## config.mk

```make
export PLATFORM = sky130hd
export DESIGN_NAME = ppu_raster_counter
export DESIGN_NICKNAME = d
export VERILOG_FILES = /design/src/hdl/ppu_pixel_pkg.sv /design/src/hdl/ppu_raster_counter.sv
export VERILOG_INCLUDE_DIRS = /design/src /design/src/hdl
export SDC_FILE = /design/constraint.sdc
export NUM_CORES = 1
export LEC_CHECK = 0
export ABC_AREA = 0
export BUFFER_PORTS_ARGS = -buffer_cell sky130_fd_sc_hd__buf_2
export CAP_MARGIN = 20
export CORE_AREA = 2 2 56 58
export DETAILED_ROUTE_END_ITERATION = 10
export DIE_AREA = 0 0 58 60
export PLACE_DENSITY_LB_ADDON = 0.3
export SYNTH_ARGS = -nofsm -noshare
export SYNTH_HDL_FRONTEND = slang
export SYNTH_SLANG_ARGS = --single-unit
```

## constraint.sdc

```tcl
create_clock -name clk_ppu -period 2.5 [get_ports clk_ppu]
set_input_delay 0.25 -clock clk_ppu [delete_from_list [all_inputs] [get_ports clk_ppu]]
set_output_delay 0.25 -clock clk_ppu [all_outputs]
set_load 0.01 [all_outputs]
```

## src/hdl/ppu_defines.svh

```systemverilog
`ifndef PPU_DEFINES_SVH
`define PPU_DEFINES_SVH

// Datapath widths
`define PPU_W_PIXDATA      15
`define PPU_W_LCD_PIXDATA  16
`define PPU_W_COORD        10
`define PPU_W_PAL_IDX      8
`define PPU_W_REG_ADDR     9
`define PPU_W_REG_DATA     32

// Register map, palette window is any address with the top bit set
`define PPU_REG_CSR        9'd0
`define PPU_REG_DISPSIZE   9'd1
`define PPU_REG_DEFAULT_BG 9'd2
`define PPU_REG_LAYER_CFG  9'd3

// Display size out of reset, 8x4
`define PPU_RST_LAST_X     10'd7
`define PPU_RST_LAST_Y     10'd3

`endif

```

## src/hdl/ppu_pixel_pkg.sv

```systemverilog
`include "ppu_defines.svh"

package ppu_pixel_pkg;

	// RGB555, red in the top field
	typedef logic [`PPU_W_PIXDATA-1:0] pixel_t;

	// RGB565 as sent to the panel
	typedef logic [`PPU_W_LCD_PIXDATA-1:0] lcd_pixel_t;

	typedef logic [`PPU_W_COORD-1:0] coord_t;

	typedef logic [`PPU_W_PAL_IDX-1:0] pal_idx_t;

	// Pixel from a layer source, alpha set means opaque
	typedef struct packed {
		logic   alpha;
		pixel_t pixdata;
	} layer_pix_t;

	// Blender output, paletted pixels carry an index in the low bits
	typedef struct packed {
		logic   paletted;
		pixel_t pixdata;
	} blend_pix_t;

endpackage

```

## src/hdl/ppu_raster_counter.sv

```systemverilog
`timescale 1ns/1ps

module ppu_raster_counter (
	input  logic                  clk_ppu,
	input  logic                  rst_n_ppu,
	input  logic                  advance_i,
	input  ppu_pixel_pkg::coord_t last_x_i,
	input  ppu_pixel_pkg::coord_t last_y_i,
	output ppu_pixel_pkg::coord_t beam_x_o,
	output ppu_pixel_pkg::coord_t beam_y_o,
	output logic                  hsync_o,
	output logic                  vsync_o
);

	ppu_pixel_pkg::coord_t x_q;
	ppu_pixel_pkg::coord_t y_q;
	logic                  hsync_q;
	logic                  vsync_q;
	logic                  x_wrap;
	logic                  y_wrap;

	assign x_wrap = (x_q == last_x_i);
	assign y_wrap = (y_q == last_y_i);

	always_ff @(posedge clk_ppu or negedge rst_n_ppu) begin
		if (!rst_n_ppu) begin
			x_q     <= '0;
			y_q     <= '0;
			hsync_q <= 1'b0;
			vsync_q <= 1'b0;
		end else begin
			// Pulses mark the first pixel of a new row or frame
			hsync_q <= advance_i && x_wrap;
			vsync_q <= advance_i && x_wrap && y_wrap;
			if (advance_i) begin
				if (x_wrap) begin
					x_q <= '0;
					y_q <= y_wrap ? '0 : y_q + 1'b1;
				end else begin
					x_q <= x_q + 1'b1;
				end
			end
		end
	end

	assign beam_x_o = x_q;
	assign beam_y_o = y_q;
	assign hsync_o  = hsync_q;
	assign vsync_o  = vsync_q;

	// Beam never leaves the configured display area
	a_beam_in_range: assert property (
		@(posedge clk_ppu) disable iff (!rst_n_ppu)
		(beam_x_o <= last_x_i) && (beam_y_o <= last_y_i)
	);

endmodule

```

# == Word-level counts from Yosys, hierarchy flattened ==
# Index checks and enable logic that the tools add are counted.
# word_totals
wordCells,13
input_bits,23
output_inout_bits,22
ff_bits,22
# op_classes
n_mux,2
n_eq_ne,2
reduce_logical,3
n_addsub,2
# ops
op,count
10-bit by 1-bit adder with 10-bit output (second input constant),2
10-bit equality test,2
10-bit two-way mux,2
1-bit logical AND,2
2-bit AND reduction,1

# == Logic depth before layout (Yosys ltp) ==
# Gate-level depths: netlist of the first run.
# depth
depth_word,3
depth_mapped,7

# == Worst setup path before layout of the first run ==
# Ideal clock, no wire load.
# synth_timing
kind,register to register
from,register x_q[1] (netlist: beam_x_o[1])
to,register y_q[3] (netlist: beam_y_o[3])
t_arrival_ns,1.860
path_buffers,1
slack_ns,0.548
setup_time_ns,0.092
path_stages_with_launch,7
synth_period_minus_slack_ns,1.952
cell_sequence,dfrtp_1 > xor2_1 > a221o_1 > or4_4 > nand2b_4 > buf_6 > o31ai_2
# synth_between
elab_chain_cells,2
# synth_lines
element,line_no,text
from (decl),ppu_raster_counter.sv:15,ppu_pixel_pkg::coord_t x_q;
from (signal assigned),ppu_raster_counter.sv:40,x_q <= x_q + 1'b1;
10-bit equality test,ppu_raster_counter.sv:22,assign x_wrap = (x_q == last_x_i);
2-bit AND reduction (no source line),n/a,
to (signal assigned),ppu_raster_counter.sv:38,y_q <= y_wrap ? '0 : y_q + 1'b1;
to (decl),ppu_raster_counter.sv:16,ppu_pixel_pkg::coord_t y_q;
# No other way between the ends.
# A chain may end at the register's enable or synchronous reset.

# == Worst setup path after layout of the first run ==
# Same ends and word-level chain as after synthesis.

==> impl_summary.log, run 1 <==
INFO  metric outcome = finished clean
INFO  metric min_period_over_period = 0.815
INFO  metric hold_path.class = in -> reg
INFO  metric net_switching_power = 0.000301 W
INFO  metric synth-seq-cells = 22
INFO  metric yosys.area_share.simple = 0.220
INFO  metric routability_congestion_estimate_from_global_placement = 0.706
INFO  metric setup-violations-final = 0
INFO  metric grt_usage = 0.180
INFO  metric post_cts.resized_instances = 0
INFO  metric ys_top_cells_by_area = sky130_fd_sc_hd__dfrtp_1 40%, sky130_fd_sc_hd__xor2_1 9.6%, sky130_fd_sc_hd__xnor2_1 5.8%
INFO  metric yosys_warns = 0
INFO  metric vias_in_the_first_global_route = 1116
INFO  metric drt.antenna.violating_nets = 0
INFO  metric max_freq = 491 MHz
INFO  metric layout.nets = 215
INFO  metric via_per_inst = 5.38
INFO  metric syn_inst = 146
INFO  metric overflow_left_after_global_routing = 0
INFO  metric cellPowerDensity = 553 mW/mm^2
INFO  metric grt_max_degree = 23
INFO  metric antenna_violations_before_repair = 0
INFO  metric yosys_most_used_dff = sky130_fd_sc_hd__dfrtp_1
INFO  metric floorplan.core_area = 0.00290 sq mm
INFO  metric fp.dieH = 60 um
INFO  metric min_from = advance_i
INFO  metric synth.lib_cells_used.distinct = 38
INFO  metric die_x = 58 um
INFO  metric final_layout_size_suffix_gt1_frac = 0.291
INFO  metric slew_viol_final = 0
INFO  metric post_synth_xor_area_fraction = 0.154
INFO  metric worst_slew_pin_slew = 551 ps
INFO  metric mappedNetlistNets = 171
INFO  metric ys_async_sr_fraction = 1.00
INFO  metric timing.critical_path.from_type = register
INFO  metric synthesis.area_per_instance = 9.33 sq um
INFO  metric grt_first_pass_wirelength = 4750 um
INFO  metric grt_setup_unrepaired = false
INFO  metric worst-setup-path-type = reg -> reg
INFO  metric h-tree-depth = 1
INFO  metric cp.required = 2720 ps
INFO  metric postRouteWirelength = 3020 um
INFO  metric drt-initial-drc-count = 36
INFO  metric clkSinkCount = 22
INFO  metric core.rowCount = 20
INFO  metric fin_skew = 15.7 ps
INFO  metric numPortBuffers = 44
INFO  metric power_report.internal_total = 0.000606 W
INFO  metric sw_frac = 0.332
INFO  metric timing.critical_path.arrival = 2260 ps
INFO  metric cp-startpoint = beam_x_o[1]$_DFFE_PN0P_
INFO  metric clock_network_latency_to_the_later_pin_of_the_worst_skew_pair = 310 ps
INFO  metric floorplan.die_area = 0.00348 sq mm
INFO  metric clock_root_buffer_master = sky130_fd_sc_hd__clkbuf_4
INFO  metric power.share.clock = 0.221
INFO  metric initial_utilization = 0.469
INFO  metric drv_cap = 0
INFO  metric synth_fa_ha_area_frac = 0.0184
INFO  metric synthesis.area = 0.00136 sq mm
INFO  metric p_leak = 0.776 nW
INFO  metric fill_cells = 272
INFO  metric pre_cts_ws = 458 ps
INFO  metric synth_top_family_by_area = simple AND/OR/NAND/NOR gates
INFO  metric seq_power_share = 0.519
INFO  metric min_period = 2040 ps
INFO  metric tritoncts.num_buffers = 3
INFO  metric first_pass_iters = 4
INFO  metric clock_path_buffers = 2
INFO  metric drt_drc_violations_left = 0
INFO  metric cts_tree = done
INFO  metric top_level_ports = 45
INFO  metric yosys.area.top_type = sky130_fd_sc_hd__dfrtp_1
INFO  metric share_of_synthesized_area_spent_on_multiplexers = 0.00735
INFO  metric hold_violations = 0
INFO  metric power.combinational.fraction = 0.260
INFO  metric ys_seq_area_frac = 0.404
INFO  metric relSlewSlack = 0.629
INFO  metric post-route-worst-setup-slack = 463 ps
INFO  metric ant_diodes = 0
INFO  metric ir_drop = 0.000429 V
INFO  metric compound_gate_fraction_of_synth_area = 0.155
INFO  metric routed_wire_length_per_instance = 13.6 um
INFO  metric r2r_start = beam_x_o[1]$_DFFE_PN0P_
INFO  metric critPathMaxFanout = 13
INFO  metric totalNegativeSetupSlack = 0 ps
INFO  metric final.hold.worst_slack = 271 ps
INFO  metric post-synth-top-area-fraction = 0.404
INFO  metric vias = 1195
INFO  metric synth_enable_flop_cells = 0
INFO  metric synthesis_to_finish_area_growth = 20.5%
INFO  metric timing.critical_path.to_type = register
INFO  metric post-dp-hpwl = 2310 um
INFO  metric clk_pin_slew_worst_paths = 120 ps
## layout make-up
type	instances	area (sq um)	share of cell area
Clock buffer	4	36.3	0.0221
Sequential cell	22	551	0.335
Multi-Input combinational cell	112	757	0.461
Timing Repair Buffer	46	238	0.145
Tap cell	33	41.3	0.0252
Inverter	5	18.8	0.0114
## cells in the mapped netlist (2+ instances only)
| master | instances |
|---|---|
| sky130_fd_sc_hd__a2bb2oi_1 | 4 |
| sky130_fd_sc_hd__and3_1 | 4 |
| sky130_fd_sc_hd__buf_2 | 2 |
| sky130_fd_sc_hd__clkbuf_1 | 4 |
| sky130_fd_sc_hd__dfrtp_1 | 22 |
| sky130_fd_sc_hd__ha_1 | 2 |
| sky130_fd_sc_hd__inv_1 | 5 |
| sky130_fd_sc_hd__nand2_1 | 16 |
| sky130_fd_sc_hd__nand2b_1 | 5 |
| sky130_fd_sc_hd__nand3_1 | 4 |
| sky130_fd_sc_hd__nand4_1 | 5 |
| sky130_fd_sc_hd__nor2_1 | 14 |
| sky130_fd_sc_hd__nor4_1 | 2 |
| sky130_fd_sc_hd__o211ai_1 | 2 |
| sky130_fd_sc_hd__o21ai_0 | 5 |
| sky130_fd_sc_hd__o21ai_1 | 2 |
| sky130_fd_sc_hd__o2bb2ai_1 | 3 |
| sky130_fd_sc_hd__o31ai_2 | 3 |
| sky130_fd_sc_hd__xnor2_1 | 9 |
| sky130_fd_sc_hd__xor2_1 | 15 |
## path summary, 6_finish.rpt
check                                                to  slack [ps]  depth (start not counted)
worst min-delay path            beam_x_o[0]$_DFFE_PN0P_         270                          2
worst max-delay path            beam_y_o[3]$_DFFE_PN0P_         460                          5
min in group asynchronous             hsync_o$_DFF_PN0_         420                          2
worst min register to register  beam_y_o[9]$_DFFE_PN0P_         570                          1
max in group asynchronous       beam_x_o[3]$_DFFE_PN0P_        1720                          2
worst max register to register  beam_y_o[3]$_DFFE_PN0P_         460                          5
## flip-flops by register name, summed over array words and instances, names as in the netlist
name      cells
hsync_o       1
beam_y_o     10
vsync_o       1
beam_x_o     10
## worst max-delay path, cell delays in order (launching register included)
cell and delay [ps]:
sky130_fd_sc_hd__dfrtp_1 460, sky130_fd_sc_hd__xor2_1 160, sky130_fd_sc_hd__a221o_1 280, sky130_fd_sc_hd__or4_4 620, sky130_fd_sc_hd__nand2b_4 230, sky130_fd_sc_hd__o31ai_2 210
## power by group through the flow
stage	Sequential [W]	Clock, W	Combinational [W]
after floorplan	0.000483	0	0.000123
after global placement	0.000472	0	0.000229
after detailed placement	0.000478	0	0.000238
after CTS	0.000471	0.000204	0.000240
after global routing	0.000481	0.000218	0.000264
final	0.000471	0.000200	0.000236
## through the flow
| stage | utilization | instances | total power (W) | instance area (sq um) |
|---|---|---|---|---|
| 6_report | 0.566 | 222 | 0.000908 | 1640 |
| 5_1_grt | 0.566 | 222 | 0.000963 | 1640 |
| 4_1_cts | 0.566 | 222 | 0.000914 | 1640 |
| 3_5_place_dp | 0.550 | 217 | 0.000716 | 1600 |
| 3_3_place_gp | 0.550 | 217 | 0.000701 | 1600 |
| 2_1_floorplan | - | 146 | 0.000606 | 1360 |
## cells in the final DEF, fill, tap and decap left out, drive strengths merged, types with 2 or more instances in the layout
| cell | Yosys | layout |
|---|---|---|
| a2bb2oi | 4 | 4 |
| and3 | 4 | 4 |
| buf | 3 | 45 |
| clkbuf | 4 | 4 |
| dfrtp | 22 | 22 |
| ha | 2 | 2 |
| inv | 5 | 5 |
| nand2 | 16 | 16 |
| nand2b | 6 | 6 |
| nand3 | 4 | 4 |
| nand4 | 5 | 5 |
| nor2 | 14 | 14 |
| nor4 | 2 | 2 |
| o211ai | 2 | 2 |
| o21ai | 7 | 7 |
| o2bb2ai | 3 | 3 |
| o31ai | 3 | 3 |
| xnor2 | 9 | 9 |
| xor2 | 15 | 15 |
## per-layer routing
metal / wire (um) / share of wire / vias to the layer above / global-route usage
met3: 136 / 0.045 / 2 / 0.0216
met4: 17 / 0.0056 / 0 / 0.0598
met1: 1350 / 0.45 / 563 / 0.216
li1: - / - / 595 / -
met5: 0 / 0 / - / 0
met2: 1520 / 0.50 / 35 / 0.333
## cells by family (layout without fill, tap and decap cells)
group,after synthesis,after routing
XOR/XNOR,24,24
multiplexers,1,1
AND/OR/NAND/NOR,58,58
buffers and inverters,12,55
flip-flops,22,22
AO/OA/AOI/OAI,27,27
adder cells (fa/ha/maj),2,2
## timing repair
action | CTS | global route
endpoints found under the setup margin | 0 | 0
hold buffers | 1 | 0
hold endpoints to repair | 22 | 0
buffers inserted | 0 | 0
(Power assumes the default switching activity.)
==> run 2, diff against run 1 <==
--- a/config.mk
+++ b/config.mk
@@ -6,12 +6,12 @@
 export SDC_FILE = /design/constraint.sdc
 export NUM_CORES = 1
 export LEC_CHECK = 0
-export ABC_AREA = 0
+export ABC_AREA = 1
 export BUFFER_PORTS_ARGS = -buffer_cell sky130_fd_sc_hd__buf_2
 export CAP_MARGIN = 20
-export CORE_AREA = 2 2 56 58
+export CORE_AREA = 2 2 59 61
 export DETAILED_ROUTE_END_ITERATION = 10
-export DIE_AREA = 0 0 58 60
+export DIE_AREA = 0 0 61 63
 export PLACE_DENSITY_LB_ADDON = 0.3
 export SYNTH_ARGS = -nofsm -noshare
 export SYNTH_HDL_FRONTEND = slang
==> constraint.sdc (replaced) <==
create_clock -name clk_ppu -period 1.9 [get_ports clk_ppu]
set_input_delay 0.19 -clock clk_ppu [delete_from_list [all_inputs] [get_ports clk_ppu]]
set_output_delay 0.19 -clock clk_ppu [all_outputs]
set_load 0.01 [all_outputs]
==> run 2 against run 1 <==
Combinational power rose to 2.9 times the previous value. Via count increased by 29%. Cell count grew 55%. Synthesized area up 17%. Routed wire length increased by 5.2%. Clock skew decreased by 12 ps. Non-clock buffer count unchanged. Setup slack got worse by 97 ps. Power is 79% higher. Utilization up 1.7 points. Critical endpoint is now beam_x_o[8]$_DFFE_PN0P_. Largest cell class unchanged. Largest power group unchanged.
==> impl_summary.log, run 2 <==
INFO  metric max_freq = 652 MHz (+33%)
INFO  metric fp.dieH = 63 um (+5.0%)
INFO  metric yosys.cell_count.top_type = sky130_fd_sc_hd__nand2_1
INFO  metric mappedNetlistNets = 279 (+63%)
INFO  metric fin_skew = 4.15 ps (-11.5 ps)
INFO  metric yosys_warns = 0 (unchanged)
INFO  metric grt_usage = 0.177 (-0.00274)
INFO  metric routability_congestion_estimate_from_global_placement = 0.825 (+17%)
INFO  metric critPathMaxFanout = 6 (-7)
INFO  metric outcome = finished clean
INFO  metric vias = 1538 (+29%)
INFO  metric worst_slew_pin_slew = 499 ps (-52.1 ps)
INFO  metric final_common_cell = sky130_fd_sc_hd__nand2_1
INFO  metric share_of_synthesized_area_spent_on_multiplexers = 0 (-0.00735)
INFO  metric synthesis.area_per_instance = 6.28 sq um (-33%)
INFO  metric ys_top_cells_by_area = sky130_fd_sc_hd__dfrtp_1 35%, sky130_fd_sc_hd__nand2_1 25%, sky130_fd_sc_hd__inv_1 9.6%
INFO  metric overflow_left_after_global_routing = 0 (unchanged)
INFO  metric post_cts_setup_repair_buffer_count = 0 (unchanged)
INFO  metric numPortBuffers = 44 (unchanged)
INFO  metric core.rowCount = 21 (+5.0%)
INFO  metric cp.required = 2150 ps (-570 ps)
INFO  metric tritoncts.num_buffers = 3 (unchanged)
INFO  metric worst-setup-path-type = reg -> reg
INFO  metric clock_network_latency_to_the_later_pin_of_the_worst_skew_pair = 300 ps (about the same)
INFO  metric min_period_over_period = 0.808 (-0.00720)
INFO  metric via_per_inst = 4.46 (-17%)
INFO  metric syn_inst = 254 (+74%)
INFO  metric reg2reg_depth = 8 (+3)
INFO  metric ys_async_sr_fraction = 1.00 (unchanged)
INFO  metric synth_enable_flop_cells = 0 (unchanged)
INFO  metric clock_root_buffer_master = sky130_fd_sc_hd__clkbuf_4
INFO  metric grt_first_pass_wirelength = 5370 um (+13%)
INFO  metric h-tree-depth = 1 (unchanged)
INFO  metric timing.critical_path.to_type = register
INFO  metric vias_in_the_first_global_route = 1335 (+20%)
INFO  metric final_layout_size_suffix_gt1_frac = 0.214 (-0.0770)
INFO  metric r2r_start = beam_x_o[1]$_DFFE_PN0P_
INFO  metric cts_tree = done
INFO  metric synth_top_family_by_area = simple AND/OR/NAND/NOR gates
INFO  metric relSlewSlack = 0.667 (+0.0381)
INFO  metric slew_viol_final = 0 (unchanged)
INFO  metric clkSinkCount = 22 (unchanged)
INFO  metric antenna_violations_before_repair = 0 (unchanged)
INFO  metric ir_drop = 0.000482 V (+12%)
INFO  metric post-route-worst-setup-slack = 366 ps (-97.4 ps)
INFO  metric clock_path_buffers = 2 (unchanged)
INFO  metric synthesis.area = 0.00160 sq mm (+17%)
INFO  metric hold_path.class = in -> reg
INFO  metric yosys.area_share.simple = 0.442 (+0.221)
INFO  metric final.hold.worst_slack = 201 ps (-69.4 ps)
INFO  metric totalNegativeSetupSlack = 0 ps (unchanged)
INFO  metric cp-startpoint = beam_x_o[1]$_DFFE_PN0P_
INFO  metric drt-initial-drc-count = 70 (+94%)
INFO  metric p_leak = 1.15 nW (+49%)
INFO  metric floorplan.core_area = 0.00323 sq mm (+11%)
INFO  metric synthesis_to_finish_area_growth = 18.0%
INFO  metric drt_drc_violations_left = 0 (unchanged)
INFO  metric floorplan.die_area = 0.00384 sq mm (+10%)
INFO  metric synth_fa_ha_area_frac = 0.0157 (-0.00268)
INFO  metric synth-seq-cells = 22 (unchanged)
INFO  metric largest_registers = beam_x_o: 10 flops, beam_y_o: 10 flops
INFO  metric yosys_most_used_dff = sky130_fd_sc_hd__dfrtp_1
INFO  metric postRouteWirelength = 3180 um (+5.2%)
INFO  metric hold_violations = 0 (unchanged)
INFO  metric min_period = 1530 ps (-503 ps)
INFO  metric critical_path.reg2reg.endpoint = beam_x_o[8]$_DFFE_PN0P_
INFO  metric layout.nets = 326 (+52%)
INFO  metric ys_seq_area_frac = 0.345 (-0.0589)
INFO  metric drt.antenna.violating_nets = 0 (unchanged)
INFO  metric final_cell_count_without_fillers = 345 (+55%)
INFO  metric post_cts.resized_instances = 0 (unchanged)
INFO  metric synth.lib_cells_used.distinct = 22 (-42%)
INFO  metric mostFrequentLayoutCells = 107 x sky130_fd_sc_hd__nand2_1, 44 x sky130_fd_sc_hd__buf_2, 41 x sky130_fd_sc_hd__inv_1
INFO  metric top_level_ports = 45 (unchanged)
INFO  metric initial_utilization = 0.494 (+0.0242)
INFO  metric timing.critical_path.arrival = 1780 ps (-480 ps)
INFO  metric holdPathStages = 3 (+1)
INFO  metric post_synth_xor_area_fraction = 0.0549 (-0.0994)
INFO  metric pre_cts_ws = 413 ps (-45.4 ps)
INFO  metric compound_gate_fraction_of_synth_area = 0.0125 (-0.143)
INFO  metric routed_wire_length_per_instance = 9.22 um (-32%)
INFO  metric grt_setup_unrepaired = false
INFO  metric setup-violations-final = 0 (unchanged)
INFO  metric timing.critical_path.to = beam_x_o[8]$_DFFE_PN0P_
INFO  metric post-dp-hpwl = 2440 um (+5.6%)
INFO  metric ant_diodes = 0 (unchanged)
INFO  metric numPlacedInstances = 341 (+57%)
INFO  metric netlist_top_cells_count = 107 x sky130_fd_sc_hd__nand2_1, 41 x sky130_fd_sc_hd__inv_1, 31 x sky130_fd_sc_hd__nor2_1
INFO  metric clk_pin_slew_worst_paths = 120 ps (about the same)
INFO  metric yosys.area.top_type = sky130_fd_sc_hd__dfrtp_1
INFO  metric r2r_slack = 370 ps (-100 ps)
INFO  metric grt_max_degree = 23 (unchanged)
INFO  metric post-synth-top-area-fraction = 0.345 (-0.0589)
INFO  metric cellPowerDensity = 863 mW/mm^2 (+56%)
INFO  metric drv_cap = 0 (unchanged)
INFO  metric die_x = 61 um (+5.2%)
INFO  metric timing.critical_path.from_type = register
INFO  metric first_pass_iters = 4 (unchanged)
[run 2: cell types whose count changed in the layout (fill, tap and decap cells not counted), sizes merged, moves of 7 or more]
cell,previous run,this run
nand3,4,17
xor2,15,8
nor2,14,35
nand2,16,108
inv,5,47
xnor2,9,2
[run 2: cells by family after synthesis]
family / count (synthesis)
adder cells (fa/ha/maj): 2
AND/OR/NAND/NOR: 165
XOR/XNOR: 10
AO/OA/AOI/OAI: 4
flip-flops: 22
buffers and inverters: 51
[run 2: cell type report]
type / instances / area (sq um)
Clock buffer: 3 / 22.5
Fill cell: 335 / 1350
Inverter: 47 / 176
Multi-Input combinational cell: 181 / 837
Sequential cell: 22 / 551
Tap cell: 46 / 57.6
Timing Repair Buffer: 46 / 238
[run 2: through the flow]
step / power, W / utilization / area [sq um]
final: 0.00162 / 0.582 / 1880
after global routing: 0.00180 / 0.582 / 1880
after CTS: 0.00164 / 0.582 / 1880
after detailed placement: 0.00143 / 0.572 / 1850
after global placement: 0.00142 / 0.572 / 1850
after floorplan: 0.00120 / - / 1600
[run 2: worst min-delay path by stage]
stage,from,slack [ps],endpoint
after CTS,advance_i,200,beam_x_o[1]$_DFFE_PN0P_
final,advance_i,200,beam_x_o[1]$_DFFE_PN0P_
after detailed placement,rst_n_ppu,190,beam_x_o[3]$_DFFE_PN0P_
after global placement,rst_n_ppu,190,beam_x_o[3]$_DFFE_PN0P_
after global routing,advance_i,210,beam_x_o[1]$_DFFE_PN0P_
after floorplan,rst_n_ppu,-110,beam_x_o[0]$_DFFE_PN0P_
[run 2: timing repair]
action / 4_1_cts / 5_1_grt
hold endpoints to repair: 22 / 0
endpoints found under the setup margin: 0 / 0
hold buffers: 1 / 0
[run 2: layer usage]
layer / up-vias / share of wire / wire length, um / global-route usage
met4: 0 / 0.0053 / 17 / 0.0435
met2: 28 / 0.48 / 1530 / 0.305
met1: 667 / 0.48 / 1530 / 0.229
li1: 841 / - / - / -
met3: 2 / 0.032 / 103 / 0.0228
met5: - / 0 / 0 / 0
[run 2: critical path, cell delays in order, from the launching register on]
cell and delay [ps]:
sky130_fd_sc_hd__dfrtp_1 450, sky130_fd_sc_hd__ha_1 200, sky130_fd_sc_hd__nand3_1 100, sky130_fd_sc_hd__nor2_1 220, sky130_fd_sc_hd__nand2_1 110, sky130_fd_sc_hd__nor2_1 140
sky130_fd_sc_hd__xor2_1 160, sky130_fd_sc_hd__nand2_1 60, sky130_fd_sc_hd__inv_1 50
[run 2: report_power, final]
part           total (W)  switching, W  internal, W
clock           0.000207      0.000133    0.0000738
combinational   0.000692      0.000404     0.000288
sequential      0.000725      0.000149     0.000576
total            0.00162      0.000686     0.000938
